**config.mk**
```make
export PLATFORM = sky130hd
export DESIGN_NAME = mac_glue_top
export DESIGN_NICKNAME = d
export VERILOG_FILES = /design/src/mac_pkg.sv /design/src/apb_cfg_regs.sv /design/src/clk_enables.sv /design/src/drive_monitor.sv /design/src/image_loader.sv /design/src/mac_glue_top.sv /design/src/reset_seq.sv
export SDC_FILE = /design/constraint.sdc
export NUM_CORES = 1
export LEC_CHECK = 0
export BUFFER_PORTS_ARGS = -buffer_cell sky130_fd_sc_hd__buf_2
export CORE_MARGIN = 2
export CORE_UTILIZATION = 45
export DETAILED_ROUTE_END_ITERATION = 10
export GPL_ROUTABILITY_DRIVEN = 0
export PLACE_DENSITY = 0.74
export SYNTH_ARGS = -nofsm -noshare
export SYNTH_HDL_FRONTEND = slang
export SYNTH_SLANG_ARGS = --single-unit
```
**constraint.sdc**
```tcl
create_clock -name clk_sys -period 1.84 [get_ports clk_sys]
set_input_delay 0.092 -clock clk_sys [delete_from_list [all_inputs] [get_ports clk_sys]]
set_output_delay 0.092 -clock clk_sys [all_outputs]
set_load 0.02 [all_outputs]
```
**src/mac_pkg.sv**
```systemverilog
// ====================
// shared widths, image map and register offsets for the housekeeping glue
// memory addresses count 16-bit words, download addresses count bytes
// ====================
`default_nettype none

package mac_pkg;

  typedef logic [7:0]  byte_t;
  typedef logic [15:0] word_t;
  typedef logic [24:0] dl_addr_t;
  typedef logic [24:0] mem_addr_t;
  typedef logic [7:0]  img_index_t;
  // latched code is 1 for 512KB, 2 for 1MB, 3 for 4MB
  typedef logic [1:0]  ram_size_t;
  typedef logic [3:0]  apb_addr_t;
  typedef logic [31:0] apb_data_t;

  typedef enum logic [1:0] {
    LD_IDLE,
    LD_PENDING,
    LD_ARMED,
    LD_WRITING
  } ld_state_t;

  // download image selectors
  localparam img_index_t IMG_ROM        = 8'd0;
  localparam img_index_t IMG_FLOPPY_INT = 8'd1;
  localparam img_index_t IMG_FLOPPY_EXT = 8'd2;

  // ==================
  // image regions, above the region bit of the word space
  // ==================
  localparam mem_addr_t ROM_BASE        = 25'h1000000;
  localparam mem_addr_t FLOPPY_INT_BASE = 25'h1080000;
  localparam mem_addr_t FLOPPY_EXT_BASE = 25'h1100000;

  // final word address of an 800K and a 400K floppy image
  localparam mem_addr_t FLOPPY_DS_WORDS = 25'd409600;
  localparam mem_addr_t FLOPPY_SS_WORDS = 25'd204800;

  localparam apb_addr_t REG_CTRL   = 4'h0;
  localparam apb_addr_t REG_STATUS = 4'h4;

  // control register fields
  localparam int CTRL_TURBO    = 0;
  localparam int CTRL_SOFT_RST = 1;
  localparam int CTRL_WIDE     = 2;
  localparam int CTRL_MEM_LSB  = 4;

endpackage

`default_nettype wire

```
**src/apb_cfg_regs.sv**
```systemverilog
// ====================
// no wait states, unknown offsets answer with pslverr
// writes to the status register are dropped
// ====================
`timescale 1ns/1ps
`default_nettype none

module apb_cfg_regs (
  input  logic               clk_sys,
  input  logic               RESET,
  input  logic               psel_i,
  input  logic               penable_i,
  input  logic               pwrite_i,
  input  mac_pkg::apb_addr_t paddr_i,
  input  mac_pkg::apb_data_t pwdata_i,
  input  logic [1:0]         disk_ins_i,
  input  logic [1:0]         disk_ds_i,
  input  logic               turbo_on_i,
  output mac_pkg::apb_data_t prdata_o,
  output logic               pready_o,
  output logic               pslverr_o,
  output logic               turbo_req_o,
  output logic               soft_reset_o,
  output mac_pkg::ram_size_t mem_size_o,
  output logic [7:0]         video_arx_o,
  output logic [7:0]         video_ary_o
);
  import mac_pkg::*;

  logic [5:0] ctrl_q;
  logic       access;
  logic       addr_ok;
  apb_data_t  status;

  // transfer completes in the access phase
  assign access  = psel_i & penable_i;
  assign addr_ok = (paddr_i == REG_CTRL) || (paddr_i == REG_STATUS);

  always_ff @(posedge clk_sys or posedge RESET) begin
    if (RESET) begin
      ctrl_q <= '0;
    end else if (access && pwrite_i && (paddr_i == REG_CTRL)) begin
      ctrl_q <= pwdata_i[5:0];
    end
  end

  // drive flags per drive pair, internal drive in the low bits
  assign status = {27'd0, turbo_on_i, disk_ds_i[1], disk_ins_i[1],
                   disk_ds_i[0], disk_ins_i[0]};

  always_comb begin
    case (paddr_i)
      REG_CTRL:   prdata_o = {26'd0, ctrl_q};
      REG_STATUS: prdata_o = status;
      default:    prdata_o = '0;
    endcase
  end

  assign pready_o  = 1'b1;
  assign pslverr_o = access & ~addr_ok;

  // ==================
  // control field decode
  // ==================
  assign turbo_req_o  = ctrl_q[CTRL_TURBO];
  assign soft_reset_o = ctrl_q[CTRL_SOFT_RST];
  assign mem_size_o   = ctrl_q[CTRL_MEM_LSB +: 2];

  // 16:9 when wide, else 4:3
  assign video_arx_o = ctrl_q[CTRL_WIDE] ? 8'd16 : 8'd4;
  assign video_ary_o = ctrl_q[CTRL_WIDE] ? 8'd9  : 8'd3;

endmodule

`default_nettype wire

```
**src/clk_enables.sv**
```systemverilog
// ====================
// strobes are one clk_sys wide and held low while RESET is high
// ====================
`timescale 1ns/1ps
`default_nettype none

module clk_enables (
  input  logic clk_sys,
  input  logic RESET,
  output logic cep_o,
  output logic cen_o,
  output logic ce_pixel_o
);

  logic [2:0] div_q;

  // free-running phase count, one bus cycle per 8 clocks
  always_ff @(posedge clk_sys or posedge RESET) begin
    if (RESET) begin
      div_q <= '0;
    end else begin
      div_q <= div_q + 3'd1;
    end
  end

  // registered decodes so the strobes come out glitch-free
  always_ff @(posedge clk_sys or posedge RESET) begin
    if (RESET) begin
      cep_o      <= 1'b0;
      cen_o      <= 1'b0;
      ce_pixel_o <= 1'b0;
    end else begin
      cep_o      <= (div_q == 3'd0);
      // late phase sits half a bus cycle after cep
      cen_o      <= (div_q == 3'd4);
      ce_pixel_o <= (div_q[1:0] == 2'd0);
    end
  end

endmodule

`default_nettype wire

```
**src/drive_monitor.sv**
```systemverilog
// ====================
// turbo waits for TURBO_ACKS block acknowledges after each system reset
// ====================
`timescale 1ns/1ps
`default_nettype none

module drive_monitor #(
  parameter int ACT_HOLD   = 1000000,
  parameter int TURBO_ACKS = 20
) (
  input  logic       clk_sys,
  input  logic       RESET,
  input  logic       sys_rst_n_i,
  input  logic       turbo_req_i,
  input  logic       sd_ack_i,
  input  logic [1:0] disk_motor_i,
  input  logic [1:0] disk_act_i,
  input  logic       bus_slot_i,
  input  logic       dl_active_i,
  output logic       turbo_o,
  output logic       led_user_o
);

  localparam int ACK_W  = $clog2(TURBO_ACKS + 1);
  localparam int HOLD_W = $clog2(ACT_HOLD + 1);

  logic              ack_q;
  logic [ACK_W-1:0]  ack_cnt_q;
  logic [HOLD_W-1:0] hold_cnt_q;
  logic              act_held_q;

  // booting from the block device is unsafe in turbo
  always_ff @(posedge clk_sys or posedge RESET) begin
    if (RESET) begin
      ack_q     <= 1'b0;
      ack_cnt_q <= ACK_W'(TURBO_ACKS);
      turbo_o   <= 1'b0;
    end else begin
      ack_q <= sd_ack_i;
      if (!sys_rst_n_i) begin
        ack_cnt_q <= ACK_W'(TURBO_ACKS);
        turbo_o   <= 1'b0;
      end else begin
        // floppy access cancels the hold-off
        if (|disk_motor_i) begin
          ack_cnt_q <= '0;
        end else if (ack_q && !sd_ack_i && (ack_cnt_q != '0)) begin
          ack_cnt_q <= ack_cnt_q - 1'b1;
        end
        if ((ack_cnt_q == '0) && bus_slot_i) begin
          turbo_o <= turbo_req_i;
        end
      end
    end
  end

  // stretch short activity pulses so the LED is visible
  always_ff @(posedge clk_sys or posedge RESET) begin
    if (RESET) begin
      hold_cnt_q <= '0;
      act_held_q <= 1'b0;
    end else begin
      if (|disk_act_i) begin
        hold_cnt_q <= HOLD_W'(ACT_HOLD);
      end else if (hold_cnt_q != '0) begin
        hold_cnt_q <= hold_cnt_q - 1'b1;
      end
      act_held_q <= (hold_cnt_q != '0);
    end
  end

  assign led_user_o = dl_active_i | (act_held_q ^ (|disk_motor_i));

endmodule

`default_nettype wire

```
**src/image_loader.sv**
```systemverilog
// ====================
// host sends even then odd byte and must hold off while dl_wait_o is high
// a write needs one low-slot gap before the slot it uses
// ====================
`timescale 1ns/1ps
`default_nettype none

module image_loader (
  input  logic                clk_sys,
  input  logic                RESET,
  input  logic                sys_rst_n_i,
  input  logic                dl_active_i,
  input  mac_pkg::img_index_t dl_index_i,
  input  logic                dl_wr_i,
  input  mac_pkg::dl_addr_t   dl_addr_i,
  input  mac_pkg::byte_t      dl_data_i,
  input  logic                bus_slot_i,
  input  logic [1:0]          disk_eject_i,
  output logic                dl_wait_o,
  output mac_pkg::mem_addr_t  mem_addr_o,
  output mac_pkg::word_t      mem_din_o,
  output logic                mem_we_o,
  output logic [1:0]          disk_ins_o,
  output logic [1:0]          disk_ds_o
);
  import mac_pkg::*;

  ld_state_t  state_q;
  byte_t      even_q;
  mem_addr_t  word_addr;
  mem_addr_t  region_base;
  mem_addr_t  last_word_q;
  logic       pair_done;
  logic       slot_q;
  logic       active_q;
  logic       dl_end;
  logic [1:0] end_drive;
  logic [1:0] dsk_ds_q;
  logic [1:0] dsk_ss_q;

  assign word_addr = {1'b0, dl_addr_i[24:1]};
  assign pair_done = dl_wr_i & dl_addr_i[0];

  always_comb begin
    case (dl_index_i)
      IMG_ROM:        region_base = ROM_BASE;
      IMG_FLOPPY_INT: region_base = FLOPPY_INT_BASE;
      default:        region_base = FLOPPY_EXT_BASE;
    endcase
  end

  // ==================
  // byte packing
  // ==================
  always_ff @(posedge clk_sys) begin
    if (dl_wr_i && !dl_addr_i[0]) begin
      even_q <= dl_data_i;
    end
    // address and data stay put until the write is done
    if (pair_done) begin
      mem_din_o  <= {even_q, dl_data_i};
      mem_addr_o <= region_base + word_addr;
    end
    // an empty download after a system reset finds no image
    if (dl_wr_i) begin
      last_word_q <= word_addr;
    end else if (!sys_rst_n_i) begin
      last_word_q <= '0;
    end
  end

  // ==================
  // write pacing against the bus slot
  // ==================
  always_ff @(posedge clk_sys or posedge RESET) begin
    if (RESET) begin
      state_q   <= LD_IDLE;
      dl_wait_o <= 1'b0;
      slot_q    <= 1'b0;
    end else begin
      slot_q <= bus_slot_i;
      case (state_q)
        LD_IDLE: begin
          if (pair_done) begin
            state_q   <= LD_PENDING;
            dl_wait_o <= 1'b1;
          end
        end
        LD_PENDING: begin
          if (!bus_slot_i) begin
            state_q <= LD_ARMED;
          end
        end
        // slot rose too early, wait for the next gap
        LD_ARMED: begin
          state_q <= bus_slot_i ? LD_PENDING : LD_WRITING;
        end
        LD_WRITING: begin
          if (slot_q && !bus_slot_i) begin
            state_q   <= LD_IDLE;
            dl_wait_o <= 1'b0;
          end
        end
        default: state_q <= LD_IDLE;
      endcase
    end
  end

  assign mem_we_o = (state_q == LD_WRITING) & bus_slot_i;

  // ==================
  // floppy side detection
  // ==================
  assign dl_end       = active_q & ~dl_active_i;
  assign end_drive[0] = dl_end & (dl_index_i == IMG_FLOPPY_INT);
  assign end_drive[1] = dl_end & (dl_index_i == IMG_FLOPPY_EXT);

  always_ff @(posedge clk_sys or posedge RESET) begin
    if (RESET) begin
      active_q <= 1'b0;
      dsk_ds_q <= '0;
      dsk_ss_q <= '0;
    end else begin
      active_q <= dl_active_i;
      for (int d = 0; d < 2; d++) begin
        if (disk_eject_i[d]) begin
          dsk_ds_q[d] <= 1'b0;
          dsk_ss_q[d] <= 1'b0;
        end else if (end_drive[d]) begin
          // unknown sizes leave the drive empty
          dsk_ds_q[d] <= (last_word_q == FLOPPY_DS_WORDS);
          dsk_ss_q[d] <= (last_word_q == FLOPPY_SS_WORDS);
        end
      end
    end
  end

  assign disk_ins_o = dsk_ds_q | dsk_ss_q;
  assign disk_ds_o  = dsk_ds_q;

endmodule

`default_nettype wire

```
**src/mac_glue_top.sv**
```systemverilog
// ====================
// single clock domain, all inputs synchronous to clk_sys except RESET
// ====================
`timescale 1ns/1ps
`default_nettype none

module mac_glue_top #(
  parameter int RESET_BITS = 16,
  parameter int ACT_HOLD   = 1000000,
  parameter int TURBO_ACKS = 20
) (
  input  logic                clk_sys,
  input  logic                RESET,
  input  logic                pll_locked_i,
  input  logic                button_reset_i,
  // APB register port
  input  logic                psel_i,
  input  logic                penable_i,
  input  logic                pwrite_i,
  input  mac_pkg::apb_addr_t  paddr_i,
  input  mac_pkg::apb_data_t  pwdata_i,
  output mac_pkg::apb_data_t  prdata_o,
  output logic                pready_o,
  output logic                pslverr_o,
  // host download
  input  logic                dl_active_i,
  input  mac_pkg::img_index_t dl_index_i,
  input  logic                dl_wr_i,
  input  mac_pkg::dl_addr_t   dl_addr_i,
  input  mac_pkg::byte_t      dl_data_i,
  output logic                dl_wait_o,
  // memory write port
  input  logic                bus_slot_i,
  output mac_pkg::mem_addr_t  mem_addr_o,
  output mac_pkg::word_t      mem_din_o,
  output logic                mem_we_o,
  // drives and block device
  input  logic [1:0]          disk_eject_i,
  input  logic [1:0]          disk_motor_i,
  input  logic [1:0]          disk_act_i,
  input  logic                sd_ack_i,
  output logic                cep_o,
  output logic                ce_pixel_o,
  output logic                sys_rst_n_o,
  output mac_pkg::ram_size_t  ram_size_o,
  output logic [7:0]          video_arx_o,
  output logic [7:0]          video_ary_o,
  output logic                turbo_o,
  output logic                led_user_o
);
  import mac_pkg::*;

  logic       cen;
  logic       turbo_req;
  logic       soft_reset;
  ram_size_t  mem_size;
  logic [1:0] disk_ins;
  logic [1:0] disk_ds;

  clk_enables u_clk_enables (
    .clk_sys    (clk_sys),
    .RESET      (RESET),
    .cep_o      (cep_o),
    .cen_o      (cen),
    .ce_pixel_o (ce_pixel_o)
  );

  reset_seq #(
    .RESET_BITS (RESET_BITS)
  ) u_reset_seq (
    .clk_sys        (clk_sys),
    .RESET          (RESET),
    .pll_locked_i   (pll_locked_i),
    .soft_reset_i   (soft_reset),
    .button_reset_i (button_reset_i),
    .cen_i          (cen),
    .mem_size_i     (mem_size),
    .sys_rst_n_o    (sys_rst_n_o),
    .ram_size_o     (ram_size_o)
  );

  apb_cfg_regs u_apb_cfg_regs (
    .clk_sys      (clk_sys),
    .RESET        (RESET),
    .psel_i       (psel_i),
    .penable_i    (penable_i),
    .pwrite_i     (pwrite_i),
    .paddr_i      (paddr_i),
    .pwdata_i     (pwdata_i),
    .disk_ins_i   (disk_ins),
    .disk_ds_i    (disk_ds),
    .turbo_on_i   (turbo_o),
    .prdata_o     (prdata_o),
    .pready_o     (pready_o),
    .pslverr_o    (pslverr_o),
    .turbo_req_o  (turbo_req),
    .soft_reset_o (soft_reset),
    .mem_size_o   (mem_size),
    .video_arx_o  (video_arx_o),
    .video_ary_o  (video_ary_o)
  );

  image_loader u_image_loader (
    .clk_sys      (clk_sys),
    .RESET        (RESET),
    .sys_rst_n_i  (sys_rst_n_o),
    .dl_active_i  (dl_active_i),
    .dl_index_i   (dl_index_i),
    .dl_wr_i      (dl_wr_i),
    .dl_addr_i    (dl_addr_i),
    .dl_data_i    (dl_data_i),
    .bus_slot_i   (bus_slot_i),
    .disk_eject_i (disk_eject_i),
    .dl_wait_o    (dl_wait_o),
    .mem_addr_o   (mem_addr_o),
    .mem_din_o    (mem_din_o),
    .mem_we_o     (mem_we_o),
    .disk_ins_o   (disk_ins),
    .disk_ds_o    (disk_ds)
  );

  drive_monitor #(
    .ACT_HOLD   (ACT_HOLD),
    .TURBO_ACKS (TURBO_ACKS)
  ) u_drive_monitor (
    .clk_sys      (clk_sys),
    .RESET        (RESET),
    .sys_rst_n_i  (sys_rst_n_o),
    .turbo_req_i  (turbo_req),
    .sd_ack_i     (sd_ack_i),
    .disk_motor_i (disk_motor_i),
    .disk_act_i   (disk_act_i),
    .bus_slot_i   (bus_slot_i),
    .dl_active_i  (dl_active_i),
    .turbo_o      (turbo_o),
    .led_user_o   (led_user_o)
  );

endmodule

`default_nettype wire

```
**src/reset_seq.sv**
```systemverilog
// ====================
// release latency depends on RESET_BITS and the cen rate
// a memory-size change only takes effect at the next reset
// ====================
`timescale 1ns/1ps
`default_nettype none

module reset_seq #(
  parameter int RESET_BITS = 16
) (
  input  logic               clk_sys,
  input  logic               RESET,
  input  logic               pll_locked_i,
  input  logic               soft_reset_i,
  input  logic               button_reset_i,
  input  logic               cen_i,
  input  mac_pkg::ram_size_t mem_size_i,
  output logic               sys_rst_n_o,
  output mac_pkg::ram_size_t ram_size_o
);
  import mac_pkg::*;

  logic [4:0]            sync_q;
  logic                  hold_rst;
  logic [RESET_BITS-1:0] cnt_q;

  // async assert, release through five flops
  always_ff @(posedge clk_sys or posedge RESET) begin
    if (RESET) begin
      sync_q <= '1;
    end else begin
      sync_q <= {sync_q[3:0], 1'b0};
    end
  end

  // any source keeps the machine in reset
  assign hold_rst = sync_q[4] | ~pll_locked_i | soft_reset_i | button_reset_i;

  always_ff @(posedge clk_sys or posedge RESET) begin
    if (RESET) begin
      cnt_q       <= '1;
      sys_rst_n_o <= 1'b0;
      ram_size_o  <= ram_size_t'(2'd1);
    end else if (hold_rst) begin
      cnt_q       <= '1;
      sys_rst_n_o <= 1'b0;
    end else if (cnt_q != '0) begin
      if (cen_i) begin
        cnt_q <= cnt_q - 1'b1;
      end
      // field 0/1/2 maps to code 1/2/3
      ram_size_o <= ram_size_t'(mem_size_i + 2'd1);
    end else begin
      sys_rst_n_o <= 1'b1;
    end
  end

endmodule

`default_nettype wire

```
# Word-level counts from Yosys, hierarchy flattened

Index checks and enable logic that the tools add are counted.
W data, S select, Z words.

Bits in registers: 146
Bits of input ports: 94

Reduce and logical (&&, ||, !) cells: 32
Muxes and demuxes: 34
Equality and inequality tests: 16
Add/subtract/negate cells: 6
Bitwise operators: 17

Operators by type and width:

| cell                    | number |
|---|---|
| $mux W16                | 3 |
| $mux W24                | 2 |
| $pmux W21 S2            | 1 |
| $mux W20                | 2 |
| $add A25 B24 Y25        | 1 |
| $eq A24 B18 Y1 const B  | 1 |
| $eq A24 B19 Y1 const B  | 1 |
| $mux W5                 | 4 |
| $reduce_bool A20 Y1     | 1 |
| $sub A20 B1 Y20 const B | 1 |
| $reduce_bool A16 Y1     | 1 |
| $sub A16 B1 Y16 const B | 1 |
| $mux W1                 | 14 |
| $pmux W6 S2             | 1 |
| $reduce_bool A2 Y1      | 6 |
| $eq A8 B1 Y1 const B    | 1 |
| $eq A8 B2 Y1 const B    | 1 |
| $logic_not A8 Y1        | 1 |
| $mux W2                 | 4 |
| $ne A2 B1 Y1 const B    | 4 |
| $pmux W2 S4             | 1 |
| $and A1 B1 Y1           | 7 |
| $logic_and A1 B1 Y1     | 7 |
| $reduce_and A3 Y1       | 2 |
| other kinds (24)        | 37 |

# Longest topological paths before layout

Gate-level depths: netlist of run 1.

Depth in word-level cells: 6
Mapped depth: 9

# By module

Synthesis of run 1 repeated with hierarchy kept, for this count alone.

Cells, all modules: 546
Area, all modules: 6701.4 um^2

Modules (own cells, without submodules):

| module        | cells each | area each (um^2) | times used |
|---|---|---|---|
| image_loader  | 169        | 2992.9           | 1 |
| drive_monitor | 169        | 1599.0           | 1 |
| reset_seq     | 117        | 1204.9           | 1 |
| apb_cfg_regs  | 77         | 695.7            | 1 |
| clk_enables   | 14         | 209.0            | 1 |

# Worst setup path after synthesis of run 1

No wires, ideal clock.

Kind: register to register
Start point: register u_drive_monitor.hold_cnt_q[13]
End point: register u_drive_monitor.hold_cnt_q[18]
Path slack: -203 ps
Period minus slack after synthesis: 2043 ps
Library setup time: 69 ps
Required time: 1771 ps
Arrival: 1975 ps
Cell stages (with the launch flop): 6
Path through: dfrtp_1 -> or4_4 -> or3_4 -> or3_1 -> or3_1 -> nand3_1

Word-level cells in the longest chain between the ends: 3

RTL lines:

| item                     | RTL line            | RTL |
|---|---|---|
| start: declaration       | drive_monitor.sv:29 | `logic [HOLD_W-1:0] hold_cnt_q;` |
| start signal: assignment | drive_monitor.sv:64 | `hold_cnt_q <= HOLD_W'(ACT_HOLD);` |
| start signal: assignment | drive_monitor.sv:66 | `hold_cnt_q <= hold_cnt_q - 1'b1;` |
| $sub A20 B1 Y20          | drive_monitor.sv:66 |  |
| $mux W20                 | drive_monitor.sv:65 | `end else if (hold_cnt_q != '0) begin` |
| $mux W20                 | drive_monitor.sv:63 | `if (\|disk_act_i) begin` |

Parallel ways exist; a longest one is shown, timed or not. The select of a mux whose other input is x is not followed.
A chain may end at the register's enable or synchronous reset.

# Worst setup path after layout of run 1

Same ends and word-level chain as after synthesis.

==> impl_metrics.ini, run 1 <==
[critical_path]
regToRegEndpoint = u_drive_monitor.hold_cnt_q[18]
cp.arrival_ns = 2.42
cp_cell_sequence = or4_4 > or3_4 > or3_1 > or3_1 > nand3_1
r2r_slack_ns = -0.24
path_buf_inv = 0
reg2reg_from = u_drive_monitor.hold_cnt_q[13]
setup.worst_path.start_class = flop
worst_setup_path_end_kind = flop
cp.required_ns = 2.18
critPathTopFamily = simple AND/OR/NAND/NOR gates
reg2reg_depth = 5
slowest_delay_ns = 0.54
crit_type = flop to flop
crit_path_frequent_cell = or3_1
critPathSlowestCell = or4_4
worst-path-max-fanout = 3

[die]
die_y_um = 123
core-area_mm2 = 0.0139
initial_core_util_pct = 46.0
rows = 43
dieArea_mm2 = 0.0152
die_x_um = 123
io-pin-count = 194

[cts]
cts-root-buf = clkbuf_16
cts_tree = built
cts_made_buffers = 17
clk_path_buf_depth = 2
clkSinkCount = 146
htreeDepth = 4
clk_latency_ns = 0.42
clkSlewWorstSetupHoldPaths_ns = 0.06

[global_routing]
antenna_found_initial = 0
grtUsageMet2_pct = 36.7
grt.total_usage_pct = 19.8
grt_pass1_wl_um = 22600
grt_util_met1_pct = 21.3
use_met3_pct = 3.87
grt_pass1_vias = 4850
gr-max-usage-layer = met2
grt-ovfl-total = 0
grt_max_degree = 60

[synth]
synthCells = 504
yosysSeqAreaShare_pct = 63.4
yosys_warnings = 0
synth-edff-count = 73
synthFlopType = edfxtp_1
avgSynthCellArea_um2 = 12.7
yosysTopAreaCell = edfxtp_1
ys_seq_elements = 146
synthTopCellsByArea = edfxtp_1 (34%), dfrtp_1 (19%), dfstp_2 (9.9%)
yosysUniqueCellTypes = 57
synth_top_area_share_pct = 34.3
netlist_area_mm2 = 0.00639
async_flop_share_pct = 50.0

[placed_design]
dpl.hpwl_um = 9670
port_buffers = 128
dp_cells = 864
post-place-ws_ns = -0.262

[power]
leakagePower_nw = 3.77
p_per_area_mw_per_mm2 = 924
report.power.total_mw = 8.33
ir_drop_uv = 487

[drt]
via_per_inst = 4.92
wirelength_um = 14500
wl_per_cell_um = 15.2
firstDrtPassIters = 4
drt_iter0_drc = 337
drtAntennaViolNets = 0
drc = 0
vias = 4700

[finish]
fillCellCount = 1010
diodes = 0
multi_input_area_mm2 = 0.00230
nets = 867
final_cell_mix = buf_2 (128), edfxtp_1 (73), buf_4 (72), dfrtp_1 (48), dlygate4sd3_1 (47)
syn_to_final_growth_pct = 41.1
final_cells = 956
drive_above_1_share_pct = 39.6
final_common_cell = buf_2
regArea_mm2 = 0.00405

[min_path]
hold_class = input pin to flop
holdPathEnd = u_image_loader.last_word_q[23]
min_from = dl_addr_i[24]
min_path_cells = 2

[timing]
rsz0062_at_grt = yes
timing.final.crit_share_pct = 113
final_hold_viol_count = 0
slew_headroom_pct = 63.4
max_freq_mhz = 481
worst_clock_skew_ns = 0.0152
setup_ws_ns = -0.239
fin_crit_ns = 2.08
tightest_slew_ns = 0.541
drv_slew = 0
finalSetupViolCount = 30

[run_status]
outcome = complete, but fails checks
violations = negative setup slack

[flow_run]
cap_viol_max_count = 0
-- state kept, by name (all words and copies together), names as in the netlist, 2 cells and up --
name and flops:
u_image_loader.dsk_ss_q 2, u_image_loader.last_word_q 24, u_reset_seq.ram_size_o 2, u_clk_enables.div_q 3, u_drive_monitor.ack_cnt_q 5, u_image_loader.disk_ds_o 2
u_image_loader.state_q 2, u_reset_seq.sync_q 5, u_reset_seq.cnt_q 16, u_image_loader.mem_din_o 16, u_apb_cfg_regs.ctrl_q 6, u_image_loader.mem_addr_o 25
u_image_loader.even_q 8, u_drive_monitor.hold_cnt_q 20
-- report_power, final --
part	leakage, nW	internal [mW]	switching, mW
combinational	1.88	0.382	0.523
clock	0.302	2.41	1.29
sequential	1.59	3.63	0.0947
total	3.77	6.42	1.91
-- metal layers --
metal	part of all wire (%)	up-vias	wire length [µm]
met5	0	-	0
met4	1.5	0	222
met3	4.6	16	670
met2	55	146	8010
met1	39	2297	5650
li1	-	2241	-
-- worst reg2reg max path: cells and delay by family (launching register included) --
family,cells,cell delay (ns)
DFF,1,0.39
and+or+nand+nor,5,1.63
-- metrics by stage --
step           TNS [ns]  hold slack [ns]  utilization [%]  instance area, µm²
2_1_floorplan    -0.641            0.123                -                6590
3_3_place_gp      -1.94           0.0887             54.9                7620
3_5_place_dp      -3.40            0.102             54.9                7620
4_1_cts           -2.28          0.00399             64.2                8910
5_1_grt           -5.65           0.0351             65.0                9020
6_report          -2.80           0.0299             65.0                9020
-- cells in the mapped netlist, types with 11 or more instances --
cell and count:
nor4_1 11, edfxtp_1 73, inv_1 14, nand3_1 12, dfrtp_1 49, a21oi_1 13, and2_1 27, nor2_1 36
xor2_1 16, nand2_1 33, xnor2_1 16, dfstp_2 24, buf_4 42
-- logic make-up (layout without fill, tap and decap cells) --
logic type	after synthesis	count (layout)	share of synthesized area, %
and+or+nand+nor	191	191	17.0
DFF	146	146	63.4
buffers and inverters	66	300	6.36
AOI/OAI and AO/OA	44	44	4.54
xor gates and xnor gates	32	32	4.39
muxes	13	13	2.13
adders and majority gates	10	10	2.08
other	2	40	0.118
-- area by class of cell --
type | instances | area share (%)
repair buffers | 253 | 19.3
clock inverters | 13 | 2.30
clock buffers | 19 | 4.80
multi-input cells | 330 | 25.5
well taps | 180 | 2.50
inverters | 15 | 0.666
flip-flops and latches | 146 | 44.9
-- worst max-delay path by stage --
stage                                               from                        endpoint  slack (ns)  depth (start not counted)
after detailed placement  u_drive_monitor.hold_cnt_q[13]  u_drive_monitor.hold_cnt_q[18]       -0.26                          6
after global routing      u_drive_monitor.hold_cnt_q[13]  u_drive_monitor.hold_cnt_q[10]       -0.29                          6
after CTS                 u_drive_monitor.hold_cnt_q[13]  u_drive_monitor.hold_cnt_q[18]       -0.22                          5
final                     u_drive_monitor.hold_cnt_q[13]  u_drive_monitor.hold_cnt_q[18]       -0.24                          5
after floorplan           u_drive_monitor.hold_cnt_q[13]  u_drive_monitor.hold_cnt_q[18]       -0.20                          5
after global placement    u_drive_monitor.hold_cnt_q[13]  u_drive_monitor.hold_cnt_q[18]       -0.19                          6
-- what timing repair did --
item | CTS | global route
gates cloned | 0 | 0
hold buffers | 47 | 0
hold endpoints to repair | 90 | 0
gates resized for setup | 18 | 21
pin swaps | 19 | 18
setup endpoints to repair | 31 | 40
buffers inserted | 11 | 2
No activity file was read; power rests on OpenSTA's default activity.
==> inputs of run 2 (changes only) <==
CORE_MARGIN = 4   (was 2)
==> run 2 against run 1 <==
Against the previous run:
- the run still ends with negative setup slack left
- non-clock buffer count up 5
- final area grew 0.96%
- sequential share of layout area is 0.44 points lower
==> impl_metrics.ini, run 2 (synthesis results as in run 1) <==
[run_status]
outcome = complete, but fails checks
violations = negative setup slack

[cts]
clk_path_buf_depth = 2
clkSinkCount = 146
clk_latency_ns = 0.42
clkSlewWorstSetupHoldPaths_ns = 0.06
cts_made_buffers = 17
htreeDepth = 4
cts-root-buf = clkbuf_16
cts_tree = built

[timing]
tightest_slew_ns = 0.543
timing.final.crit_share_pct = 112
rsz0062_at_grt = yes
final_hold_viol_count = 0
worst_clock_skew_ns = 0.00640
setup_ws_ns = -0.227
max_freq_mhz = 484
fin_crit_ns = 2.07
slew_headroom_pct = 63.6
drv_slew = 0
setup_tns_ns = -2.89
finalSetupViolCount = 31

[global_routing]
grt_max_degree = 54
grt-ovfl-total = 0
antenna_found_initial = 0
grt_pass1_vias = 4888
grt_pass1_wl_um = 23600
grt.total_usage_pct = 18.4

[drt]
firstDrtPassIters = 5
drtAntennaViolNets = 0
drc = 0
vias = 4731
via_per_inst = 4.93
drt_iter0_drc = 280
wirelength_um = 15000
wl_per_cell_um = 15.6

[die]
rows = 43
core-area_mm2 = 0.0139
io-pin-count = 194
initial_core_util_pct = 46.0
die_y_um = 127
die_x_um = 127
dieArea_mm2 = 0.0162

[critical_path]
cp.required_ns = 2.18
critPathSlowestCell = or4_4
crit_type = flop to flop
worst_setup_path_end_kind = flop
cp_cell_sequence = or4_4 > nor3_4 > o211ai_4 > or4_4 > a21oi_2
setup.worst_path.start_class = flop
crit_path_frequent_cell = or4_4
critPathLaunch = u_drive_monitor.hold_cnt_q[7]
critPathTopFamily = simple AND/OR/NAND/NOR gates
reg2reg_from = u_drive_monitor.hold_cnt_q[7]
slowest_delay_ns = 0.57
worst-path-max-fanout = 7
path_buf_inv = 0
cp.arrival_ns = 2.41

[placed_design]
post-place-ws_ns = -0.228
dpl.hpwl_um = 9900
port_buffers = 128
placed_area_mm2 = 0.00765

[finish]
diodes = 0
largest-register = u_image_loader.mem_addr_o
largest_register_ffs = 25
final_common_cell = buf_2
syn_to_final_growth_pct = 42.4
nets = 872
reg.largest.list = u_image_loader.mem_addr_o x25, u_image_loader.last_word_q x24, u_drive_monitor.hold_cnt_q x20
final_cell_mix = buf_2 (128), buf_4 (76), edfxtp_1 (73), dfrtp_1 (49), dlygate4sd3_1 (47)
postLayoutCellArea_mm2 = 0.00910
fin_util_pct = 65.6
drive_above_1_share_pct = 41.2

[power]
report.power.total_mw = 8.34
leakagePower_nw = 3.83
ir_drop_uv = 562
p_per_area_mw_per_mm2 = 916

[flow_run]
cap_viol_max_count = 0

[min_path]
min_from = dl_addr_i[20]
hold_class = input pin to flop
run 2: metal layers:
| layer | track usage [%] | share of wire (%) | vias up |
|---|---|---|---|
| met5 | 0 | 0 | - |
| met4 | 6.50 | 1.2 | 0 |
| met3 | 4.52 | 5.0 | 14 |
| met2 | 32.5 | 54 | 131 |
| met1 | 21.8 | 40 | 2337 |
| li1 | - | - | 2249 |
run 2: metrics by stage:
step	hold WS, ns	std cells
5_1_grt	0.00590	960
2_1_floorplan	0.123	542
3_5_place_dp	0.157	868
4_1_cts	0.0103	953
6_report	0.0208	960
3_3_place_gp	0.140	868
run 2: worst paths after layout:
| path | end | slack (ns) | cells past startpoint |
|---|---|---|---|
| setup / recovery | u_drive_monitor.hold_cnt_q[12] | -0.23 | 5 |
| hold / removal | u_image_loader.last_word_q[19] | 0.02 | 2 |
| setup reg to reg | u_drive_monitor.hold_cnt_q[12] | -0.23 | 5 |
| hold reg to reg | u_reset_seq.sync_q[4] | 0.35 | 0 |
| max in group asynchronous | u_reset_seq.cnt_q[14] | 0.90 | 4 |
| min in group asynchronous | u_clk_enables.ce_pixel_o | 0.25 | 3 |
run 2: final cells by class:
type / count / area (µm²)
repair buffers: 258 / 1780
flip-flops and latches: 146 / 4050
clock buffers: 17 / 425
clock inverters: 14 / 213
fillers: 1008 / 4780
well taps: 180 / 225
inverters: 15 / 60.1
multi-input cells: 330 / 2350
run 2: worst reg2reg max path: stages, from the launching register on:
cell	delay [ns]
dfrtp_1	0.38
or4_4	0.57
nor3_4	0.31
o211ai_4	0.17
or4_4	0.43
a21oi_2	0.14
run 2: report_power, final:
| group | total (mW) | switching, mW | internal [mW] |
|---|---|---|---|
| clock | 3.70 | 1.31 | 2.39 |
| combinational | 0.914 | 0.526 | 0.388 |
| sequential | 3.72 | 0.0960 | 3.63 |
run 2: what timing repair did:
| action | CTS | global route |
|---|---|---|
| hold endpoints to repair | 86 | 0 |
| pin swaps | 20 | 21 |
| gates resized for setup | 24 | 27 |
| hold buffers | 47 | 0 |
| buffers inserted | 7 | 8 |
| setup endpoints to repair | 31 | 42 |
==> inputs of run 3 (changes only) <==
CORE_UTILIZATION = 35   (was 45)
PLACE_DENSITY = 0.71   (was 0.74)
==> run 3 against run 2 <==
Against the previous run:
- the flow still finishes with violations (negative setup slack)
- global-route usage is 4.5 points lower
- setup slack improved by 0.018 ns
- clock skew rose by 0.0058 ns
- register-to-register slack better by 0.02 ns
- combinational power is 2.4% lower
- critical endpoint is now u_drive_monitor.hold_cnt_q[18]
- largest cell class unchanged
- largest power group unchanged
- highest routed layer unchanged
==> impl_metrics.ini, run 3 (synthesis results as in run 1) <==
[run_status]
outcome = complete, but fails checks
violations = negative setup slack

[finish]
largest-register = u_image_loader.mem_addr_o
final_cell_mix = buf_2 (128), edfxtp_1 (73), buf_4 (72), dfrtp_1 (49), dlygate4sd3_1 (47)
reg.largest.list = u_image_loader.mem_addr_o x25, u_image_loader.last_word_q x24, u_drive_monitor.hold_cnt_q x20
fin_util_pct = 50.4
final_cells = 1007
syn_to_final_growth_pct = 41.8
final_common_cell = buf_2
nets = 869
largest_register_ffs = 25
drive_above_1_share_pct = 41.1
diodes = 0
fillCellCount = 1558

[die]
die_y_um = 143
initial_core_util_pct = 35.6
io-pin-count = 194
core-area_mm2 = 0.0180
dieArea_mm2 = 0.0205
die_x_um = 143
rows = 49

[global_routing]
antenna_found_initial = 0
grt-ovfl-total = 0
grt.total_usage_pct = 13.9
grt_max_degree = 74
grt_pass1_wl_um = 22400
grt_pass1_vias = 4618

[timing]
slew_headroom_pct = 63.7
setup_ws_ns = -0.208
setup_tns_ns = -2.72
timing.final.crit_share_pct = 111
final_hold_viol_count = 0
fin_crit_ns = 2.05
worst_clock_skew_ns = 0.0122
tightest_slew_ns = 0.542
drv_slew = 0
max_freq_mhz = 488
finalSetupViolCount = 29
rsz0062_at_grt = yes

[critical_path]
slowest_delay_ns = 0.53
cp.arrival_ns = 2.40
crit_type = flop to flop
setup.worst_path.start_class = flop
worst-path-max-fanout = 3
worst_setup_path_end_kind = flop
cp_cell_sequence = or4_4 > or3_4 > or3_1 > or3_1 > nand3_1
critPathSlowestCell = or4_4
crit_path_frequent_cell = or3_1
cp.required_ns = 2.19
reg2reg_depth = 5

[flow_run]
cap_viol_max_count = 0

[drt]
firstDrtPassIters = 4
via_per_inst = 4.58
drt_iter0_drc = 132
wirelength_um = 14200
drc = 0
wl_per_cell_um = 14.1
vias = 4615
drtAntennaViolNets = 0

[power]
ir_drop_uv = 660
leakagePower_nw = 3.75
report.power.total_mw = 7.80
p_per_area_mw_per_mm2 = 861

[cts]
cts_made_buffers = 17
clkSinkCount = 146
htreeDepth = 4
clk_latency_ns = 0.42
cts_tree = built
cts-root-buf = clkbuf_16
clkSlewWorstSetupHoldPaths_ns = 0.06
clk_path_buf_depth = 2

[placed_design]
dp_cells = 916
dpl.hpwl_um = 9680
post-place-ws_ns = -0.220
port_buffers = 128

[min_path]
min_path_cells = 2
hold_class = input pin to flop
-- run 3: per-layer routing --
metal / wire length [µm] / global-route usage [%]
met4: 146 / 5.25
met5: 0 / 0
met1: 6100 / 17.5
met2: 7030 / 22.9
met3: 901 / 3.85
-- run 3: cell type report --
class | count | area [µm²] | area share [%]
clock inverter | 14 | 120 | 1.33
inverter | 15 | 60.1 | 0.663
clock buffer | 18 | 429 | 4.74
timing repair buffer | 255 | 1760 | 19.4
multi-input combinational | 330 | 2360 | 26.0
tap | 229 | 287 | 3.16
sequential | 146 | 4050 | 44.7
-- run 3: what timing repair did --
| action | in CTS | in global routing |
|---|---|---|
| setup endpoints to repair | 29 | 43 |
| hold buffers | 47 | 0 |
| pin swaps | 13 | 23 |
| endpoints found under the hold margin | 129 | 0 |
| buffers inserted | 4 | 8 |
| resized for setup | 18 | 35 |
-- run 3: path summary, 6_finish.rpt --
kind | end | slack (ns) | from
max | u_drive_monitor.hold_cnt_q[18] | -0.21 | u_drive_monitor.hold_cnt_q[13]
min | u_image_loader.last_word_q[20] | 0.04 | dl_addr_i[21]
max reg2reg | u_drive_monitor.hold_cnt_q[18] | -0.21 | u_drive_monitor.hold_cnt_q[13]
min reg2reg | u_reset_seq.sync_q[4] | 0.36 | u_reset_seq.sync_q[3]
max in group asynchronous | u_reset_seq.cnt_q[8] | 1.14 | RESET
min in group asynchronous | u_drive_monitor.hold_cnt_q[15] | 0.34 | RESET
-- run 3: power breakdown --
group	switching [mW]	total, mW	internal, mW
Clock	1.43	3.19	1.76
Sequential	0.0969	3.72	3.62
Combinational	0.503	0.892	0.389
-- run 3: metrics by stage --
step,hold slack (ns),area [µm²]
4_1_cts,0.0123,8830
3_3_place_gp,0.213,7700
2_1_floorplan,0.123,6590
6_report,0.0386,9060
5_1_grt,0.0315,9060
3_5_place_dp,0.215,7700
-- run 3: critical path: cells and delay by family (launching register included) --
family	cells	cell delay [ns]
simple gates	5	1.61
flops	1	0.37
